==> config.mk <==
export PLATFORM = sky130hd
export DESIGN_NAME = or1420CustomInstructions
export DESIGN_NICKNAME = d
export VERILOG_FILES = /design/src/or1420CiPkg.sv /design/src/or1420CustomInstructions.sv /design/src/profileReadout.sv /design/src/profileCounter.sv /design/src/profileControl.sv /design/src/dataFormatIse.sv /design/src/resetSequencer.sv
export SDC_FILE = /design/constraint.sdc
export NUM_CORES = 1
export LEC_CHECK = 0
export BUFFER_PORTS_ARGS = -buffer_cell sky130_fd_sc_hd__buf_4
export CAP_MARGIN = 5
export CELL_PAD_IN_SITES_DETAIL_PLACEMENT = 1
export CELL_PAD_IN_SITES_GLOBAL_PLACEMENT = 1
export CORE_UTILIZATION = 44
export DETAILED_ROUTE_END_ITERATION = 8
export PLACE_DENSITY_LB_ADDON = 0.3
export SKIP_CTS_REPAIR_TIMING = 1
export SYNTH_ARGS = -nofsm -noshare
export SYNTH_HDL_FRONTEND = slang
export SYNTH_SLANG_ARGS = --single-unit
==> constraint.sdc <==
create_clock -name s_systemClock -period 9.8 [get_ports s_systemClock]
set_clock_uncertainty 0.2 [all_clocks]
set_input_delay 0.98 -clock s_systemClock [delete_from_list [all_inputs] [get_ports s_systemClock]]
set_output_delay 0.98 -clock s_systemClock [all_outputs]
set_load 0.05 [all_outputs]
==> src/or1420CiPkg.sv <==
package or1420CiPkg;

  // custom instruction interface widths.
  typedef logic [7:0]  ciNumberT;
  typedef logic [31:0] ciWordT;

  localparam int NR_OF_PROFILE_COUNTERS = 4;
  localparam int RESET_CYCLES = 16;

  // one bit per profile counter.
  typedef logic [NR_OF_PROFILE_COUNTERS-1:0]         profileMaskT;
  typedef logic [$clog2(NR_OF_PROFILE_COUNTERS)-1:0] profileSelectT;
  typedef logic [31:0]                               profileCountT;

  // the top bit of the reset counter is set exactly RESET_CYCLES clocks after lock.
  typedef logic [$clog2(RESET_CYCLES):0] resetCountT;

  // instruction numbers as the processor issues them.
  localparam ciNumberT SWAP_BYTE_ID = 8'd1;
  localparam ciNumberT GRAYSCALE_ID = 8'd10;
  localparam ciNumberT PROFILE_ID   = 8'd12;

  // the luminance weights add up to 256.
  localparam logic [7:0] RED_WEIGHT   = 8'd54;
  localparam logic [7:0] GREEN_WEIGHT = 8'd183;
  localparam logic [7:0] BLUE_WEIGHT  = 8'd19;

endpackage
==> src/or1420CustomInstructions.sv <==
`timescale 1ns/1ps

module or1420CustomInstructions (
  input  logic                  s_systemClock,
  input  logic                  s_pllLocked,
  input  logic                  ciStart,
  input  logic                  stall,
  input  logic                  busIdle,
  input  or1420CiPkg::ciNumberT ciN,
  input  or1420CiPkg::ciWordT   ciDataA,
  input  or1420CiPkg::ciWordT   ciDataB,
  output logic                  systemReset,
  output logic                  ciDone,
  output or1420CiPkg::ciWordT   ciResult
);

  logic                      dataFormatDone;
  or1420CiPkg::ciWordT       dataFormatResult;
  logic                      profileDone;
  or1420CiPkg::ciWordT       profileResult;
  logic                      profileAccess;
  or1420CiPkg::profileMaskT  profileEnable;
  or1420CiPkg::profileMaskT  profileClear;
  or1420CiPkg::profileCountT profileCount [or1420CiPkg::NR_OF_PROFILE_COUNTERS];

  resetSequencer resetGen (
    .s_systemClock(s_systemClock),
    .s_pllLocked  (s_pllLocked),
    .systemReset  (systemReset)
  );

  dataFormatIse dataFormat (
    .ciStart (ciStart),
    .ciN     (ciN),
    .ciDataA (ciDataA),
    .ciDone  (dataFormatDone),
    .ciResult(dataFormatResult)
  );

  profileControl profileCtrl (
    .s_systemClock(s_systemClock),
    .systemReset  (systemReset),
    .ciStart      (ciStart),
    .ciN          (ciN),
    .ciDataB      (ciDataB),
    .stall        (stall),
    .busIdle      (busIdle),
    .profileEnable(profileEnable),
    .profileClear (profileClear),
    .profileAccess(profileAccess)
  );

  for (genvar counterIndex = 0; counterIndex < or1420CiPkg::NR_OF_PROFILE_COUNTERS;
       counterIndex++) begin : gen_profileCounters
    profileCounter counter (
      .s_systemClock(s_systemClock),
      .systemReset  (systemReset),
      .counterEnable(profileEnable[counterIndex]),
      .counterClear (profileClear[counterIndex]),
      .profileCount (profileCount[counterIndex])
    );
  end

  profileReadout profileRead (
    .profileAccess(profileAccess),
    .ciDataA      (ciDataA),
    .profileCount (profileCount),
    .ciDone       (profileDone),
    .ciResult     (profileResult)
  );

  // units that are not addressed drive zero, so the answers can simply be or-ed.
  assign ciDone   = dataFormatDone | profileDone;
  assign ciResult = dataFormatResult | profileResult;

endmodule

==> src/profileReadout.sv <==
`timescale 1ns/1ps

module profileReadout (
  input  logic                      profileAccess,
  input  or1420CiPkg::ciWordT       ciDataA,
  input  or1420CiPkg::profileCountT profileCount [or1420CiPkg::NR_OF_PROFILE_COUNTERS],
  output logic                      ciDone,
  output or1420CiPkg::ciWordT       ciResult
);

  or1420CiPkg::profileSelectT counterSelect;

  assign counterSelect = ciDataA[$bits(or1420CiPkg::profileSelectT)-1:0];
  assign ciDone = profileAccess;

  always_comb begin
    ciResult = '0;
    if (profileAccess) begin
      ciResult = profileCount[counterSelect]; // value before this command's edge.
    end
    idleResultZero : assert (ciDone || (ciResult == '0))
      else $error("profile result is not zero while done is low.");
  end

endmodule

==> src/profileCounter.sv <==
`timescale 1ns/1ps

module profileCounter (
  input  logic                      s_systemClock,
  input  logic                      systemReset,
  input  logic                      counterEnable,
  input  logic                      counterClear,
  output or1420CiPkg::profileCountT profileCount
);

  always_ff @(posedge s_systemClock or posedge systemReset) begin
    if (systemReset) begin
      profileCount <= '0;
    end else if (counterClear) begin
      profileCount <= '0; // a clear in the same cycle drops the event.
    end else if (counterEnable) begin
      profileCount <= profileCount + or1420CiPkg::profileCountT'(1); // wraps around.
    end
  end

endmodule

==> src/profileControl.sv <==
`timescale 1ns/1ps

module profileControl (
  input  logic                     s_systemClock,
  input  logic                     systemReset,
  input  logic                     ciStart,
  input  or1420CiPkg::ciNumberT    ciN,
  input  or1420CiPkg::ciWordT      ciDataB,
  input  logic                     stall,
  input  logic                     busIdle,
  output or1420CiPkg::profileMaskT profileEnable,
  output or1420CiPkg::profileMaskT profileClear,
  output logic                     profileAccess
);

  or1420CiPkg::profileMaskT runMask;
  or1420CiPkg::profileMaskT startMask;
  or1420CiPkg::profileMaskT stopMask;
  or1420CiPkg::profileMaskT clearMask;
  or1420CiPkg::profileMaskT counterEvents;

  assign profileAccess = ciStart && (ciN == or1420CiPkg::PROFILE_ID);

  assign startMask = ciDataB[3:0];
  assign stopMask  = ciDataB[7:4];
  assign clearMask = ciDataB[11:8];

  // counter 0 counts every cycle, counter 3 the cycles that are neither stalled nor idle.
  assign counterEvents[0] = 1'b1;
  assign counterEvents[1] = stall;
  assign counterEvents[2] = busIdle;
  assign counterEvents[3] = ~stall & ~busIdle;

  always_ff @(posedge s_systemClock or posedge systemReset) begin
    if (systemReset) begin
      runMask <= '0;
    end else if (profileAccess) begin
      runMask <= (runMask | startMask) & ~stopMask; // a stop wins over a start.
    end
  end

  assign profileEnable = runMask & counterEvents;
  assign profileClear  = profileAccess ? clearMask : '0;

  // Clears may only reach the counters at the edge of a profile command.
  clearNeedsAccess : assert property (
    @(posedge s_systemClock) disable iff (systemReset)
    (profileClear != '0) |-> profileAccess
  ) else $error("profile counter cleared outside a profile command.");

endmodule

==> src/dataFormatIse.sv <==
`timescale 1ns/1ps

module dataFormatIse (
  input  logic                  ciStart,
  input  or1420CiPkg::ciNumberT ciN,
  input  or1420CiPkg::ciWordT   ciDataA,
  output logic                  ciDone,
  output or1420CiPkg::ciWordT   ciResult
);

  logic                swapSelect;
  logic                graySelect;
  or1420CiPkg::ciWordT swappedWord;
  logic [7:0]          redChannel;
  logic [7:0]          greenChannel;
  logic [7:0]          blueChannel;
  logic [15:0]         weightedSum;
  logic [7:0]          grayValue;

  assign swapSelect = ciStart && (ciN == or1420CiPkg::SWAP_BYTE_ID);
  assign graySelect = ciStart && (ciN == or1420CiPkg::GRAYSCALE_ID);

  assign swappedWord = {ciDataA[7:0], ciDataA[15:8], ciDataA[23:16], ciDataA[31:24]};

  // the rgb565 pixel sits in the low half word.
  assign redChannel   = {ciDataA[15:11], 3'b000};
  assign greenChannel = {ciDataA[10:5], 2'b00};
  assign blueChannel  = {ciDataA[4:0], 3'b000};

  // The largest possible sum stays below 2^16 because the weights add up to 256.
  assign weightedSum = 16'(redChannel) * 16'(or1420CiPkg::RED_WEIGHT) +
                       16'(greenChannel) * 16'(or1420CiPkg::GREEN_WEIGHT) +
                       16'(blueChannel) * 16'(or1420CiPkg::BLUE_WEIGHT);
  assign grayValue = weightedSum[15:8]; // divide by the weight total.

  assign ciDone = swapSelect | graySelect;

  always_comb begin
    ciResult = '0;
    if (swapSelect) begin
      ciResult = swappedWord;
    end else if (graySelect) begin
      ciResult = {24'd0, grayValue};
    end
  end

endmodule

==> src/resetSequencer.sv <==
`timescale 1ns/1ps

module resetSequencer (
  input  logic s_systemClock,
  input  logic s_pllLocked,
  output logic systemReset
);

  or1420CiPkg::resetCountT resetCount;
  logic                    countDone;

  assign countDone = resetCount[$bits(or1420CiPkg::resetCountT)-1];
  assign systemReset = ~countDone; // released once the top bit is reached.

  always_ff @(posedge s_systemClock or negedge s_pllLocked) begin
    if (!s_pllLocked) begin
      resetCount <= '0;
    end else if (!countDone) begin
      resetCount <= resetCount + or1420CiPkg::resetCountT'(1);
    end
  end

  // Once released, the system stays out of reset for as long as the PLL keeps its lock.
  releaseHolds : assert property (
    @(posedge s_systemClock) disable iff (!s_pllLocked)
    !systemReset |=> !systemReset
  ) else $error("systemReset rose again while the PLL stayed locked.");

endmodule

======== Word level (Yosys, flattened, before mapping) ========
Cells that the tools add are included.
word-level totals
  register bits ........................... 137
  input port bits ......................... 77
  word-level logic and storage cells ...... 56
operators by class
  $add $sub $neg .......................... 7
  multiply operators ...................... 3
  magnitude comparators ................... 1
  eq/ne operators ......................... 3
  mux-type cells .......................... 16
  bitwise gates (word level) .............. 12
  reductions and logical operators ........ 7
operators by type and width
  cell                   count
  $mux 32                12
  $add 32x1->32 const B  4
  $bmux 32 s2            1
  $or 32x32->32          1
  $mul 5x5->10 const B   2
  $add 14x16->16         1
  $add 16x13->16         1
  $eq 8x4->1 const B     2
  $mul 6x8->14 const B   1
  $and 4x4->4            2
  $eq 8x1->1 const B     1
  $mux 8                 1
  $reduce_bool 2->1      4
  $add 5x1->5 const B    1
  $mux 5                 1
  $mux 4                 1
  $not 4->4              1
  $or 4x4->4             1
  $ge 3x3->1 const B     1
  $logic_and 1x1->1      3
  $not 1->1              3
  $not 2->3              1
  $or 1x1->1             2
  $and 1x1->1            1

======== Logic depth before layout (Yosys ltp) ========
  depth after elaboration ................. 6
  mapped depth ............................ 20

======== Hierarchy ========
A second synthesis with hierarchy kept.
second synthesis, totals
  cell total of the unflattened synthesis .. 1229
  area, all modules ....................... 11334.6 µm²
modules (own cells, without submodules)
  module                    instances  cells an instance  area an instance (µm²)  seq. area each (µm²)
  profileCounter            4          184                1749.2                  800.8
  dataFormatIse             1          307                2638.8                  0.0
  profileReadout            1          112                1009.7                  0.0
  profileControl            1          26                 265.3                   100.1
  resetSequencer            1          15                 217.7                   125.1
  or1420CustomInstructions  1          33                 206.4                   0.0

======== Least setup slack after synthesis ========
OpenSTA, ideal clock, no wires.
  path kind ............................... in2out
  start ................................... input ciDataA[8]
  end ..................................... output ciResult[7]
  arrival ................................. 6402 ps
  data required time ...................... 8620 ps
  path slack .............................. 2218 ps
  stages on the path ...................... 18
  buffers on the path ..................... 0
  path through ............................ fa_1 > inv_1 > fa_1 > fa_1 > inv_1 > ha_1 > a21oi_1 > o21bai_1 > a21oi_1 > o21ai_0 > xor2_1 > fa_1 > ha_1 > and3_1 > a211o_1 > o31ai_1 > xor2_1 > o21ai_0
on the way
  cells in the longest elaborated chain, start to end .. 6
RTL lines
  item            RTL line                        source
  from (decl)     or1420CustomInstructions.sv:10  input or1420CiPkg::ciWordT ciDataA,
  $mul 6x8->14    dataFormatIse.sv:32             16'(greenChannel) * 16'(or1420CiPkg::GREEN_WEIGHT) +
  $add 14x16->16  dataFormatIse.sv:31             assign weightedSum = 16'(redChannel) * 16'(or1420CiPkg::RED_WEIGHT) +
  $add 16x13->16  dataFormatIse.sv:32
  $mux 8          dataFormatIse.sv:42             end else if (graySelect) begin
  $mux 32         dataFormatIse.sv:40             if (swapSelect) begin
  $or 32x32->32   or1420CustomInstructions.sv:74  assign ciResult = dataFormatResult | profileResult;
  to (decl)       or1420CustomInstructions.sv:14  output or1420CiPkg::ciWordT ciResult
Every way passes these cells.

======== Worst setup path after layout ========
Ends and elaborated chain as after synthesis.

==> impl_metrics.env <==
export IMPL_postLayoutSetupSlackWorst_ps=2270
export IMPL_cts_buffers_inserted=17
export IMPL_finalHoldViolCount=0
export IMPL_cts_root_buffer="clkbuf_16"
export IMPL_grt_max_degree=54
export IMPL_yosysWarnings=0
export IMPL_syn_area_mm2=0.0101
export IMPL_finalSetupViolations=0
export IMPL_critPathLaunchType="input port"
export IMPL_routed_wl_um=30800
export IMPL_seqPwrFrac_pct=29.4
export IMPL_rsz0062_at_grt="no"
export IMPL_power_clock_fraction_pct=28.2
export IMPL_crit_top_cell="fa_1"
export IMPL_switching_share_pct=39.3
export IMPL_start_util_pct=45.5
export IMPL_power_internal_mw=1.42
export IMPL_slowest_stage="fa_1"
export IMPL_drc=0
export IMPL_status="complete, no violations"
export IMPL_crit_fanout=5
export IMPL_max_stage_delay_ps=530
export IMPL_dp_cells=1377
export IMPL_pre_cts_slack_ps=2320
export IMPL_final_nets=1296
export IMPL_dominantRegCellSynth="dfrtp_1"
export IMPL_synthAdderAreaFrac_pct=14.7
export IMPL_synth_top_family_by_area="simple AND/OR/NAND/NOR gates"
export IMPL_final_cells=1409
export IMPL_p_comb_share_pct=42.4
export IMPL_switching_power_uw=920
export IMPL_drive_gt1_share_pct=15.9
export IMPL_cts_tree="built"
export IMPL_syn_inst=1031
export IMPL_path_cells="buf_4 > fa_1 > inv_1 > fa_1 > fa_1 > inv_1 > ha_1 > a21oi_1 > o21bai_1 > a21oi_1 > o21ai_0 > xor2_1 > fa_1 > ha_1 > and3_1 > a211o_1 > o31ai_1 > xor2_1 > o21ai_0 > buf_4"
export IMPL_synth_compound_area_share_pct=8.19
export IMPL_power_total_mw=2.34
export IMPL_ys_types=53
export IMPL_crit_type="input port to output port"
export IMPL_rows=54
export IMPL_top_usage_layer="met2"
export IMPL_dr_total_vias=8367
export IMPL_drv_cap=0
export IMPL_fin_crit_sh_pct=76.8
export IMPL_grt_first_pass_wirelength_um=49400
export IMPL_routedWlPerCell_um=21.8
export IMPL_yosysSeqAreaShare_pct=34.0
export IMPL_synth_edf_count=0
export IMPL_dp_hpwl_um=23100
export IMPL_die_w_um=153
export IMPL_numClockSinks=137
export IMPL_antenna_cells=0
export IMPL_required_ps=8620
export IMPL_fin_crit_ps=7530
export IMPL_die_area_mm2=0.0235
export IMPL_dr_pass1_iters=4
export IMPL_htree_levels=4
export IMPL_p_per_area_mw_per_mm2=201
export IMPL_end_kind="output port"
export IMPL_core_mm2=0.0222
export IMPL_pin_count=111
export IMPL_finalInstanceArea_mm2=0.0117
export IMPL_antenna_found_initial=0
export IMPL_clockBufferDepth=2
export IMPL_met2_usage_pct=46.8
export IMPL_yosysTopAreaCell="dfrtp_1"
export IMPL_leakagePower_nw=5.49
export IMPL_port_buffers=90
export IMPL_relSlewSlack_pct=29.9
export IMPL_max_slew_worst_pin_slew_ps=1050
export IMPL_netlist_top_cells_area="dfrtp_1, ha_1, xor2_1"
export IMPL_grt_overflow=0
export IMPL_fp_dieH_um=153
export IMPL_syn_nets=1211
export IMPL_max_freq_mhz=133
export IMPL_tns_ps=0
export IMPL_gr_usage_met3_pct=4.22
export IMPL_avgSynthCellArea_um2=9.77
export IMPL_drtIter0Drc=468
export IMPL_maxSlewViolCount=0
export IMPL_grt_pass1_vias=8955
export IMPL_synth_top_area_share_pct=34.0
export IMPL_muxShareOfSynthArea_pct=7.46
export IMPL_path_clk_slew_ps=60
export IMPL_timing_critical_path_arrival_ps=6350
export IMPL_vdd_drop_max_uv=128
export IMPL_holdCritPathClass="flop to asynchronous set/reset pin"
export IMPL_synth_simple_gate_area_share_pct=19.4
export IMPL_place_area_mm2=0.0111
export IMPL_synth_xor_area_share_pct=12.4
export IMPL_async_reset_ff_share_pct=100
export IMPL_synth_seq_cells=137
export IMPL_grtUsageMet1_pct=35.3
export IMPL_area_growth_pct=15.7
export IMPL_ant_nets=0
export IMPL_track_usage_pct=27.6
export IMPL_insertion_delay_ps=440
export IMPL_vias_per_cell=5.94
export IMPL_place_gp_congestion=0.863
-- path summary, 6_finish.rpt --
path	start	endpoint	slack, ps	cells after the start
worst min register to register	resetGen.resetCount[4]$_DFF_PN0_	gen_profileCounters[0].counter.profileCount[11]$_DFFE_PN0P_	130	0
max in group asynchronous	resetGen.resetCount[4]$_DFF_PN0_	gen_profileCounters[1].counter.profileCount[18]$_DFFE_PN0P_	8130	1
worst min-delay path	resetGen.resetCount[4]$_DFF_PN0_	gen_profileCounters[0].counter.profileCount[11]$_DFFE_PN0P_	130	0
worst max register to register	profileCtrl.runMask[3]$_DFFE_PN0P_	gen_profileCounters[3].counter.profileCount[13]$_DFFE_PN0P_	6990	5
min in group s_systemClock	resetGen.resetCount[3]$_DFFE_PN0N_	resetGen.resetCount[3]$_DFFE_PN0N_	290	1
worst max-delay path	ciDataA[8]	ciResult[7]	2270	20
-- flip-flops by register name, summed over array words and instances (netlist names) --
signal and cells:
gen_profileCounters.counter.profileCount 128, profileCtrl.runMask 4, resetGen.resetCount 5
-- placed cells by master, fill, tap and decap left out, drive strengths merged, types with 3 or more instances in the layout --
master	n
xor2	102
dfrtp	137
o21ai	24
nand2b	5
o21bai	9
ha	77
nand3	57
nor2	143
mux4	32
fa	26
clkinvlp	4
buf	97
inv	74
nor2b	3
a22o	24
nor4	7
a21o	6
a21oi	37
a22oi	8
and3	29
or3	11
or4	3
and2	5
nor3	9
nand2	63
nand3b	4
xnor2	41
and4	13
clkbuf	18
nand4	33
-- critical path, delay by kind of cell --
family          cells  cell delay (ps)
compound gates      7             1640
buf+inv             4              480
simple gates        1              170
fa+ha+maj           6             2680
xor+xnor            2              390
-- Yosys cell counts (2+ instances only) --
cell	number
nand3b_1	4
buf_1	4
nor2b_1	3
and4_1	13
mux2i_1	2
xor2_1	102
nand4_1	33
nand3_1	57
a21o_1	6
nor4_1	5
inv_1	68
and2_1	5
o21a_1	2
a22o_1	24
nor2_2	3
dfrtp_1	137
a21oi_1	37
nor3_1	9
and3b_1	2
nand2b_1	4
or4_4	2
nor2_1	140
and3_1	29
or3_1	11
ha_1	77
nand2_1	63
mux4_2	32
clkbuf_1	21
nor4_2	2
o21ai_0	24
o2111a_1	2
fa_1	26
xnor2_1	41
o21bai_1	9
or2_2	2
a22oi_1	8
buf_2	6
-- kinds of logic after synthesis --
kind of cell | count (synthesis)
and+or+nand+nor | 393
AOI/OAI and AO/OA | 121
buffers and inverters | 99
DFF | 137
xor gates and xnor gates | 143
muxes | 35
adders and majority gates | 103
-- power groups by stage --
stage | registers, mW | clock network (mW) | logic (mW)
3_3_place_gp | 0.690 | 0 | 0.937
4_1_cts | 0.686 | 0.673 | 0.999
2_1_floorplan | 0.666 | 0 | 0.692
3_5_place_dp | 0.693 | 0 | 0.985
5_1_grt | 0.695 | 0.690 | 1.09
6_report | 0.689 | 0.660 | 0.993
-- routing by layer --
layer	routed length [um]	vias up
met5	0	-
li1	-	3790
met2	15300	175
met4	989	0
met1	13500	4346
met3	1040	56
-- through the flow --
step | utilization (%) | hold WS, ps
floorplan | - | 246
global route | 52.6 | 110
finish | 52.6 | 127
CTS | 52.6 | 104
global placement | 49.9 | 140
detailed placement | 49.9 | 141
-- cell type report --
| type | count | area, um2 |
|---|---|---|
| Clock buffer | 18 | 439 |
| Clock inverter | 14 | 160 |
| Fill cell | 2502 | 10500 |
| Inverter | 68 | 255 |
| Multi-Input combinational cell | 795 | 6290 |
| Sequential cell | 137 | 3430 |
| Tap cell | 280 | 350 |
| Timing Repair Buffer | 97 | 728 |
Note: power is estimated with default switching activity, not from simulation.
